===== src/include/cpu_defs.svh =====
////////////////////
// Widths and encodings of the 16-bit ISA.
// The opcode numbers are fixed by the instruction set.
// The condition codes follow the B/BR cond field.
////////////////////
`ifndef CPU_DEFS_SVH
`define CPU_DEFS_SVH

// Machine word and register file
`define DATA_WIDTH      16
`define REG_COUNT       16
`define REG_ADDR_WIDTH  4
`define OPCODE_WIDTH    4

// Opcodes
`define OP_ADD      4'd0
`define OP_SUB      4'd1
`define OP_XOR      4'd2
`define OP_RED      4'd3
`define OP_SLL      4'd4
`define OP_SRA      4'd5
`define OP_ROR      4'd6
`define OP_PADDSB   4'd7
`define OP_LW       4'd8
`define OP_SW       4'd9
`define OP_LLB      4'd10
`define OP_LHB      4'd11
`define OP_B        4'd12
`define OP_BR       4'd13
`define OP_PCS      4'd14
`define OP_HLT      4'd15

// Condition codes
`define COND_NE     3'd0
`define COND_EQ     3'd1
`define COND_GT     3'd2
`define COND_LT     3'd3
`define COND_GE     3'd4
`define COND_LE     3'd5
`define COND_OVF    3'd6
`define COND_UNCOND 3'd7

// Branch select
`define BRANCH_NONE 2'b00
`define BRANCH_B    2'b01
`define BRANCH_BR   2'b10
`define BRANCH_HALT 2'b11

`endif

===== src/source/cpuPkg.sv =====
////////////////////
// Types shared by the decode stage and its neighbours.
// Flag order is zero, overflow, negative from bit 2 down.
////////////////////
`include "cpu_defs.svh"

package cpuPkg;

    typedef logic [`DATA_WIDTH-1:0]     word_t;
    typedef logic [`REG_ADDR_WIDTH-1:0] regAddr_t;
    typedef logic [`OPCODE_WIDTH-1:0]   opcode_t;
    typedef logic [2:0]                 flags_t;
    typedef logic [1:0]                 branchSel_t;

    // Instruction from fetch with pc already incremented
    typedef struct packed {
        word_t instr;
        word_t pc;
    } fetchPacket_t;

    // Write-back request
    typedef struct packed {
        logic     wrEn;
        regAddr_t wrReg;
        word_t    wrData;
    } wbPacket_t;

    typedef struct packed {
        logic       regWrite;
        logic       aluSrc;
        logic       memEnable;
        logic       memWrite;
        logic       memToReg;
        logic       pcRead;
        logic       rdSrc;
        logic       aluSext;
        opcode_t    aluOp;
        branchSel_t branch;
    } ctrl_t;

    // Everything execute needs from decode
    typedef struct packed {
        ctrl_t    ctrl;
        regAddr_t srcReg1;
        regAddr_t srcReg2;
        regAddr_t dstReg;
        word_t    srcData1;
        word_t    srcData2;
        word_t    imm;
        word_t    newPc;
        logic     taken;
        logic     halt;
    } decodedPacket_t;

endpackage


===== src/source/decodeTop.sv =====
////////////////////
// Decode stage plus its output register.
// One cycle latency.
////////////////////
`timescale 1ns/1ps

module decodeTop (
    input  logic                   clk,
    input  logic                   reset,
    input  logic                   inValid,
    output logic                   inReady,
    input  cpuPkg::fetchPacket_t   fetch,
    input  cpuPkg::wbPacket_t      wb,
    input  cpuPkg::flags_t         flags,
    output logic                   outValid,
    input  logic                   outReady,
    output cpuPkg::decodedPacket_t decoded
);

    import cpuPkg::*;

    decodedPacket_t stageOut;

    decodeStage stage (
        .clk    (clk),
        .reset  (reset),
        .fetch  (fetch),
        .wb     (wb),
        .flags  (flags),
        .decoded(stageOut)
    );

    idExRegister idEx (
        .clk      (clk),
        .reset    (reset),
        .inValid  (inValid),
        .inReady  (inReady),
        .inPacket (stageOut),
        .outValid (outValid),
        .outReady (outReady),
        .outPacket(decoded)
    );

endmodule


===== src/source/idExRegister.sv =====
////////////////////
// Single-entry decode/execute register.
// Full throughput when outReady stays high.
////////////////////
`timescale 1ns/1ps

module idExRegister (
    input  logic                   clk,
    input  logic                   reset,
    input  logic                   inValid,
    output logic                   inReady,
    input  cpuPkg::decodedPacket_t inPacket,
    output logic                   outValid,
    input  logic                   outReady,
    output cpuPkg::decodedPacket_t outPacket
);

    logic load;

    // Room when empty or when the held packet leaves this cycle
    assign inReady = !outValid || outReady;
    assign load    = inValid && inReady;

    always_ff @(posedge clk) begin
        if (reset) begin
            outValid <= 1'b0;
        end else if (load) begin
            outValid <= 1'b1;
        end else if (outReady) begin
            outValid <= 1'b0;
        end
    end

    always_ff @(posedge clk) begin
        if (load) begin
            outPacket <= inPacket;
        end
    end

    // Stalled packet must not change under the consumer
    assert property (@(posedge clk) disable iff (reset)
        (outValid && !outReady) |=> (outValid && $stable(outPacket)))
        else $error("ID/EX packet changed while stalled");

endmodule


===== src/source/decodeStage.sv =====
////////////////////
// Combinational decode, zero cycles from fetch to packet.
// Only the register file holds state.
////////////////////
`timescale 1ns/1ps
`include "cpu_defs.svh"

module decodeStage (
    input  logic                   clk,
    input  logic                   reset,
    input  cpuPkg::fetchPacket_t   fetch,
    input  cpuPkg::wbPacket_t      wb,
    input  cpuPkg::flags_t         flags,
    output cpuPkg::decodedPacket_t decoded
);

    import cpuPkg::*;

    ctrl_t    ctrl;
    opcode_t  opcode;
    regAddr_t dstReg;
    regAddr_t srcReg1;
    regAddr_t srcReg2;
    word_t    rfData1;
    word_t    rfData2;
    word_t    srcData1;
    word_t    imm;
    word_t    offset;
    word_t    newPc;
    logic [2:0] cond;
    logic     taken;

    assign opcode = fetch.instr[`DATA_WIDTH-1 -: `OPCODE_WIDTH];

    controlUnit control (
        .opcode(opcode),
        .ctrl  (ctrl)
    );

    assign dstReg = fetch.instr[11:8];

    // LLB/LHB read rd, PCS reads nothing
    assign srcReg1 = ctrl.pcRead ? '0 :
                     ctrl.rdSrc  ? dstReg : fetch.instr[7:4];
    // SW reads the stored register on port 2
    assign srcReg2 = ctrl.pcRead   ? '0 :
                     ctrl.memWrite ? dstReg : fetch.instr[3:0];

    // 8-bit for byte loads, 4-bit signed for the rest
    assign imm = ctrl.aluSext ?
                 {{(`DATA_WIDTH-8){1'b0}}, fetch.instr[7:0]} :
                 {{(`DATA_WIDTH-4){fetch.instr[3]}}, fetch.instr[3:0]};

    registerFile regFile (
        .clk     (clk),
        .reset   (reset),
        .srcReg1 (srcReg1),
        .srcReg2 (srcReg2),
        .wb      (wb),
        .srcData1(rfData1),
        .srcData2(rfData2)
    );

    assign srcData1 = ctrl.pcRead ? fetch.pc : rfData1;

    // Word offset, so shift left once
    assign cond   = fetch.instr[11:9];
    assign offset = {{(`DATA_WIDTH-10){fetch.instr[8]}}, fetch.instr[8:0], 1'b0};

    branchUnit branch (
        .branch   (ctrl.branch),
        .cond     (cond),
        .offset   (offset),
        .regTarget(srcData1),
        .pc       (fetch.pc),
        .flags    (flags),
        .newPc    (newPc),
        .taken    (taken)
    );

    always_comb begin
        decoded.ctrl     = ctrl;
        decoded.srcReg1  = srcReg1;
        decoded.srcReg2  = srcReg2;
        decoded.dstReg   = dstReg;
        decoded.srcData1 = srcData1;
        decoded.srcData2 = rfData2;
        decoded.imm      = imm;
        decoded.newPc    = newPc;
        decoded.taken    = taken;
        decoded.halt     = (ctrl.branch == `BRANCH_HALT);
    end

endmodule


===== src/source/branchUnit.sv =====
////////////////////
// Next-PC logic for B and BR.
// offset arrives already shifted and sign-extended.
////////////////////
`timescale 1ns/1ps
`include "cpu_defs.svh"

module branchUnit (
    input  cpuPkg::branchSel_t branch,
    input  logic [2:0]         cond,
    input  cpuPkg::word_t      offset,
    input  cpuPkg::word_t      regTarget,
    input  cpuPkg::word_t      pc,
    input  cpuPkg::flags_t     flags,
    output cpuPkg::word_t      newPc,
    output logic               taken
);

    logic zFlag;
    logic vFlag;
    logic nFlag;
    logic condMet;
    logic isBranch;

    assign zFlag = flags[2];
    assign vFlag = flags[1];
    assign nFlag = flags[0];

    always_comb begin
        case (cond)
            `COND_NE:     condMet = !zFlag;
            `COND_EQ:     condMet = zFlag;
            `COND_GT:     condMet = !zFlag && !nFlag;
            `COND_LT:     condMet = nFlag;
            `COND_GE:     condMet = zFlag || (!zFlag && !nFlag);
            `COND_LE:     condMet = nFlag || zFlag;
            `COND_OVF:    condMet = vFlag;
            `COND_UNCOND: condMet = 1'b1;
            default:      condMet = 1'b0;
        endcase
    end

    // halt and plain instructions never redirect
    assign isBranch = (branch == `BRANCH_B) || (branch == `BRANCH_BR);
    assign taken    = isBranch && condMet;

    always_comb begin
        if (!taken) begin
            newPc = pc;
        end else if (branch == `BRANCH_B) begin
            newPc = pc + offset;
        end else begin
            newPc = regTarget;
        end
    end

endmodule


===== src/source/registerFile.sv =====
////////////////////
// Sixteen words, two read ports, one write port.
// R0 is hardwired to zero.
// Reads see a same-cycle write (bypass).
////////////////////
`timescale 1ns/1ps
`include "cpu_defs.svh"

module registerFile (
    input  logic              clk,
    input  logic              reset,
    input  cpuPkg::regAddr_t  srcReg1,
    input  cpuPkg::regAddr_t  srcReg2,
    input  cpuPkg::wbPacket_t wb,
    output cpuPkg::word_t     srcData1,
    output cpuPkg::word_t     srcData2
);

    import cpuPkg::*;

    word_t regs [`REG_COUNT];

    // Write data wins over the stored value when numbers match
    function automatic word_t readPort(input regAddr_t addr);
        word_t value;
        if (addr == '0) begin
            value = '0;
        end else if (wb.wrEn && (wb.wrReg == addr)) begin
            value = wb.wrData;
        end else begin
            value = regs[addr];
        end
        return value;
    endfunction

    always_ff @(posedge clk) begin
        if (reset) begin
            for (int i = 0; i < `REG_COUNT; i++) begin
                regs[i] <= '0;
            end
        end else if (wb.wrEn && (wb.wrReg != '0)) begin
            regs[wb.wrReg] <= wb.wrData;
        end
    end

    always_comb begin
        srcData1 = readPort(srcReg1);
        srcData2 = readPort(srcReg2);
    end

    // Write-back stage must present a defined register number
    assert property (@(posedge clk) disable iff (reset)
        wb.wrEn |-> !$isunknown(wb.wrReg))
        else $error("write-back with unknown wrReg");

endmodule


===== src/source/controlUnit.sv =====
////////////////////
// Purely combinational opcode decode.
// aluOp is the opcode itself except for LW/SW, which add.
////////////////////
`timescale 1ns/1ps
`include "cpu_defs.svh"

module controlUnit (
    input  cpuPkg::opcode_t opcode,
    output cpuPkg::ctrl_t   ctrl
);

    always_comb begin
        ctrl       = '0;
        ctrl.aluOp = opcode;
        case (opcode)
            `OP_ADD, `OP_SUB, `OP_XOR, `OP_RED, `OP_PADDSB: begin
                ctrl.regWrite = 1'b1;
            end
            // Shift amount comes from the 4-bit immediate
            `OP_SLL, `OP_SRA, `OP_ROR: begin
                ctrl.regWrite = 1'b1;
                ctrl.aluSrc   = 1'b1;
            end
            `OP_LW: begin
                ctrl.regWrite  = 1'b1;
                ctrl.aluSrc    = 1'b1;
                ctrl.memEnable = 1'b1;
                ctrl.memToReg  = 1'b1;
                ctrl.aluOp     = `OP_ADD;
            end
            `OP_SW: begin
                ctrl.aluSrc    = 1'b1;
                ctrl.memEnable = 1'b1;
                ctrl.memWrite  = 1'b1;
                ctrl.aluOp     = `OP_ADD;
            end
            // Byte loads keep the other half of rd, so rd is also read
            `OP_LLB, `OP_LHB: begin
                ctrl.regWrite = 1'b1;
                ctrl.aluSrc   = 1'b1;
                ctrl.aluSext  = 1'b1;
                ctrl.rdSrc    = 1'b1;
            end
            `OP_B: begin
                ctrl.branch = `BRANCH_B;
            end
            `OP_BR: begin
                ctrl.branch = `BRANCH_BR;
            end
            `OP_PCS: begin
                ctrl.regWrite = 1'b1;
                ctrl.pcRead   = 1'b1;
            end
            `OP_HLT: begin
                ctrl.branch = `BRANCH_HALT;
            end
            default: begin
                ctrl.branch = `BRANCH_NONE;
            end
        endcase
    end

    // A store must always go with a memory access
    always_comb begin
        assert (!ctrl.memWrite || ctrl.memEnable)
            else $error("memWrite without memEnable, opcode %0d", opcode);
    end

endmodule


===== config.mk =====
export PLATFORM = sky130hd
export DESIGN_NAME = decodeTop
export DESIGN_NICKNAME = d
export VERILOG_FILES = /design/src/source/cpuPkg.sv /design/src/source/decodeTop.sv /design/src/source/idExRegister.sv /design/src/source/decodeStage.sv /design/src/source/branchUnit.sv /design/src/source/registerFile.sv /design/src/source/controlUnit.sv
export VERILOG_INCLUDE_DIRS = /design/src /design/src/include
export SDC_FILE = /design/constraint.sdc
export NUM_CORES = 1
export LEC_CHECK = 0
export ABC_AREA = 1
export BUFFER_PORTS_ARGS = -buffer_cell sky130_fd_sc_hd__buf_2
export CAP_MARGIN = 25
export CORE_UTILIZATION = 60
export DETAILED_ROUTE_END_ITERATION = 6
export GPL_ROUTABILITY_DRIVEN = 0
export MAX_ROUTING_LAYER = met4
export PLACE_DENSITY = 0.81
export SYNTH_ARGS = -nofsm -noshare
export SYNTH_HDL_FRONTEND = slang
export SYNTH_HIERARCHICAL = 1
export SYNTH_SLANG_ARGS = --single-unit
export TNS_END_PERCENT = 20

===== constraint.sdc =====
create_clock -name clk -period 17.5 [get_ports clk]
set_input_delay 3.5 -clock clk [delete_from_list [all_inputs] [get_ports clk]]
set_output_delay 3.5 -clock clk [all_outputs]
set_load 0.03 [all_outputs]

* Yosys cells after proc, flatten, opt, wreduce, memory -nomap -nowiden
Memories as Yosys holds them, arrays and structs flattened.
Index checks and enable logic that the tools add are counted.
** Storage, ports and cells
- Word-level logic and storage cells :: 104
- Register bits :: 86
- Memories :: 1
- Bits in writable memories :: 256
- Output and inout bits :: 94
- Bits of input ports :: 60
** Memory list
- stage.regFile.regs :: depth 16, width 16, read ports 2, clocked after memory_dff 0, write ports 16, RTL line registerFile.sv:21 : word_t regs [`REG_COUNT];
** Operators by class
- Equality and inequality tests :: 27
- Muxes and demuxes :: 30
- Reductions and logical operators :: 24
- Add/subtract/negate cells :: 1
** Operator list (number)
- 16-bit two-way mux :: 7
- 4-bit equality test (second input constant) :: 8
- 4-bit two-way mux :: 5
- 16-bit adder :: 1
- 4-bit by 3-bit equality test with 1-bit output (second input constant) :: 4
- 16-bit OR reduction :: 1
- 1-bit two-way mux :: 14
- 3-bit equality test (second input constant) :: 4
- 4-bit zero test :: 3
- 12-bit OR reduction :: 1
- 4-bit by 2-bit equality test with 1-bit output (second input constant) :: 2
- 4-bit equality test :: 2
- 8-bit two-way mux :: 1
- 1-bit one-hot mux with 8 select lines :: 1
- 7-bit OR reduction :: 1
- 3-bit by 2-bit equality test with 1-bit output (second input constant) :: 2
- 1-bit logical AND :: 6
- 2-bit one-hot mux with 3 select lines :: 1
- 2-bit equality test (second input constant) :: 2
- 4-bit by 1-bit equality test with 1-bit output (second input constant) :: 1
- 1-bit logical OR :: 4
- 4-bit nonzero test :: 1
- 2-bit OR reduction :: 2
- 3-bit by 1-bit equality test with 1-bit output (second input constant) :: 1
- other kinds (5) :: 7

* Logic depth before layout (Yosys ltp)
- Depth in word-level cells :: 12
- Mapped depth :: 24
- Mapped depth without buffers :: 20

* Hierarchy
Netlist, hierarchy kept.
** By module, submodules not included
- registerFile :: area each 15354.7 um2, seq. area each 7687.4 um2, times used 1, cells an instance 2088
- idExRegister :: area each 2810.2 um2, seq. area each 2782.7 um2, times used 1, cells an instance 98
- branchUnit :: area each 1398.8 um2, seq. area each 0.0 um2, times used 1, cells an instance 293
- decodeStage :: area each 575.6 um2, seq. area each 0.0 um2, times used 1, cells an instance 121
- controlUnit :: area each 127.6 um2, seq. area each 0.0 um2, times used 1, cells an instance 29

* Least setup slack after synthesis
Ideal clock, no wire load.
- Path type :: input port to flip-flop
- Start point :: input port inValid
- End point :: register idEx/outPacket[0] (netlist name) (enable)
- Arrival time :: 8.002 ns
- Library setup time :: 0.573 ns
- Stages :: 2
- Slack :: 8.925 ns
- Cell sequence :: inv_1 > a21oi_1
** Between the ends
- Longest elaborated chain between the ends :: 1
** Ends and longest elaborated chain
- start, declared :: RTL line decodeTop.sv:10 : input logic inValid,
- 1-bit logical AND :: RTL line idExRegister.sv:22 : assign load = inValid && inReady;
- net idEx.load :: RTL line idExRegister.sv:18 : logic load;
- end signal, assigned :: RTL line idExRegister.sv:36 : outPacket <= inPacket;
- end, declared :: RTL line idExRegister.sv:15 : output cpuPkg::decodedPacket_t outPacket
The timed path passes the listed nets, and every way through them passes these cells.
A chain may end at the register's enable or synchronous reset.

==> results.yml <==
clock_tree:
  cts.path.max_buffers: 3
  root_buffer: "clkbuf_16"
  cts_resized: 0
  cts_tree: "built"
  worstSkewPairLatency_ns: 0.53
  clkTransAtPathRegs_ns: 0.06
  hold_buffers: 0
  cts_num_sinks: 349
  cts_inserted_buffers: 38
  cts_setup_buffers: 0
  htreeDepth: 2
finish:
  area_delta_synth_final_pct: 9.11
  fin_area_sq_um: 22100
  drive_above_1_share: 0.109
  fin_cells: 3161
  final_util: 0.673
  fin_nets: 2766
  fillerInstances: 2640
setup_path:
  crit_type: "in -> reg"
  reg2reg_from: "stage/regFile/regs[13][9]"
  crit_arrival_ns: 8.22
  cp-start-kind: "input port"
  worstPathMaxFanout: 69
  r2r-end: "idEx/outPacket[11]"
  required_ns: 17.83
  regToRegSetupSlack_ns: 15.38
  reg2regPathDepth: 14
  crit_path_end_kind: "register"
detailed_routing:
  wl_per_cell_um: 20.2
  wl_met2_um: 28200
  met1_length_um: 21300
  num_vias: 18900
  first_pass_iters: 7
  dr.first_iter.drc_count: 3085
  wl_um: 63900
  top_layer_used: "met4"
  wl_met3_um: 10500
  post_drt_via_cell_ratio: 5.97
  ant_nets: 0
  post-route-drc-count: 0
timing:
  hold_violations: 0
  rsz0062_at_grt: "false"
  final-max-slew-violation-count: 0
  timing.final.crit_share: 0.451
  fin_crit_ns: 7.89
  setup-tns-final_ns: 0
  maxSlewHeadroom: 0.271
  tightestPinTransition_ns: 1.09
  whs_ns: 0.548
  setup_slack_ns: 9.61
  finClkSkew_ns: 0.0191
  fmax_mhz: 127
  setup_violations: 0
global_routing:
  grt_max_degree: 90
  grt_pass1_vias: 17700
  antenna_found_initial: 3
  grt_pass1_wl_um: 96100
  grt_overflow: 0
  grt.total_usage: 0.382
pwr:
  switchingPower_mw: 0.669
  comb_power_share: 0.203
  clockPowerShare: 0.338
  powerDensity_nw_per_um2: 99.0
  p_sw_frac: 0.306
  leakagePower_nw: 10.6
  pwr-share-seq: 0.458
  intPower_mw: 1.52
  ir_worst_vdd_mv: 0.0849
  p_total_mw: 2.19
floorplanning:
  core_area_sq_um: 32900
  fp.dieArea_sq_um: 34500
  io_pins: 154
  num_rows: 66
  die_width_um: 186
  die_y_um: 186
  initial_core_util: 0.617
min_path:
  hp-class: "reg -> reg"
  holdPathStages: 2
  min_to: "idEx/outValid"
  hp-start: "idEx/outValid"
synthesis:
  synth_edf_count: 348
  synth_flop_cell: "edfxtp_1"
  synthesis.area_sq_um: 20300
  syn_avg_cell_area_sq_um: 7.71
  yosys_warnings: 6
  synth-seq-cells: 349
  async_flop_share: 0
  synth_seq_area_share: 0.517
  synthCells: 2629
  yosysUniqueCellTypes: 37
placed_design:
  dpl_cell_area_sq_um: 20900
  dp_cells: 3089
  post-dp-hpwl_um: 40000
  io_buffer_count: 153
  place_ws_ns: 9.15
run:
  cap_violations: 0
run_status:
  status: "finished clean"
## registers in the layout, summed over array words and instances, names as in the netlist
register / flops
idEx/outPacket: 92
stage/regFile/regs: 256
idEx/outValid: 1
## worst max-delay path by stage
stage | cells past startpoint | slack [ns] | from | endpoint
after floorplan | 2 | 8.92 | inValid | idEx/outPacket[0]
after global placement | 19 | 9.22 | fetch[30] | idEx/outPacket[8]
after detailed placement | 19 | 9.15 | fetch[30] | idEx/outPacket[7]
after CTS | 19 | 9.69 | fetch[30] | idEx/outPacket[7]
after global routing | 12 | 9.40 | fetch[30] | idEx/outPacket[36]
final | 12 | 9.61 | fetch[30] | idEx/outPacket[36]
## worst max-delay path: stages
cell and delay, ns:
buf_2 0.12, inv_1 0.12, nand2_1 0.10, nor2_1 0.51, nor2_1 0.18, nor2_4 0.13, buf_4 0.60, clkinv_2 1.02
buf_4 0.71, nand3_1 0.66, o21ai_0 0.19, nor2_1 0.30
## per-layer routing
layer  vias up  global-route usage
met5         -                   -
met4         0               0.211
met3       299               0.100
met2      1657               0.580
met1      8507               0.466
li1       8410                   -
## kinds of logic after synthesis
| kind of cell | Yosys count | synth area share |
|---|---|---|
| buffers and inverters | 457 | 0.0977 |
| XOR/XNOR | 4 | 0.00173 |
| other | 2 | 0.000371 |
| flip-flops | 349 | 0.517 |
| AO/OA/AOI/OAI | 50 | 0.0128 |
| AND/OR/NAND/NOR | 1750 | 0.360 |
| adder cells (fa/ha/maj) | 17 | 0.0109 |
## cell usage in the layout (no fill, tap or decap), types with 4 or more instances in the layout
cell       count
nand2_1      890
nor2_1       404
nand3_1      389
edfxtp_1     348
inv_1        274
buf_2        153
clkbuf_16     39
o21ai_0       33
nor2_2        23
buf_4         22
conb_1        17
ha_1          16
nand2_2       12
a21oi_1       11
clkinv_2      10
clkinv_1       9
nand2_4        9
clkbuf_1       8
inv_2          8
nor2_4         6
diode_2        4
nand3b_1       4
## power by group through the flow
| stage | logic, mW | clock network [mW] | registers (mW) |
|---|---|---|---|
| 2_1_floorplan | 0.253 | 0 | 1.06 |
| 3_3_place_gp | 0.410 | 0 | 1.02 |
| 3_5_place_dp | 0.421 | 0 | 1.02 |
| 4_1_cts | 0.425 | 0.747 | 1.00 |
| 5_1_grt | 0.475 | 0.777 | 1.01 |
| 6_report | 0.445 | 0.741 | 1.00 |
## layout make-up
| cell class | count | area (sq um) | area share |
|---|---|---|---|
| flip-flops and latches | 349 | 10500 | 0.473 |
| repair buffers | 177 | 973 | 0.0440 |
| multi-input cells | 1838 | 7910 | 0.358 |
| clock buffers | 47 | 1010 | 0.0455 |
| inverters | 285 | 1080 | 0.0488 |
| clock inverters | 19 | 113 | 0.00509 |
| diodes | 4 | 10.0 | 0.000453 |
| well taps | 442 | 553 | 0.0250 |
## Yosys cell counts (2+ instances only)
library cell,number,area [sq um]
ha_1,16,200
inv_2,6,22.5
edfxtp_1,348,10500
buf_2,43,215
buf_1,42,158
buf_4,18,135
or2_1,2,12.5
nor2_1,406,1520
nor2_4,2,22.5
nor3_1,3,15.0
buf_6,16,180
nand2_4,9,101
nand2_1,890,3340
or2_2,3,18.8
o21ai_0,33,165
clkbuf_1,52,195
nand3_1,389,1950
nand2_2,12,75.1
a21oi_1,12,60.1
conb_1,2,7.51
a21oi_2,2,17.5
nor2_2,25,156
xnor2_1,3,26.3
nand3b_1,4,30.0
inv_1,278,1040
o21ai_1,2,10.0
(Power assumes the default switching activity.)
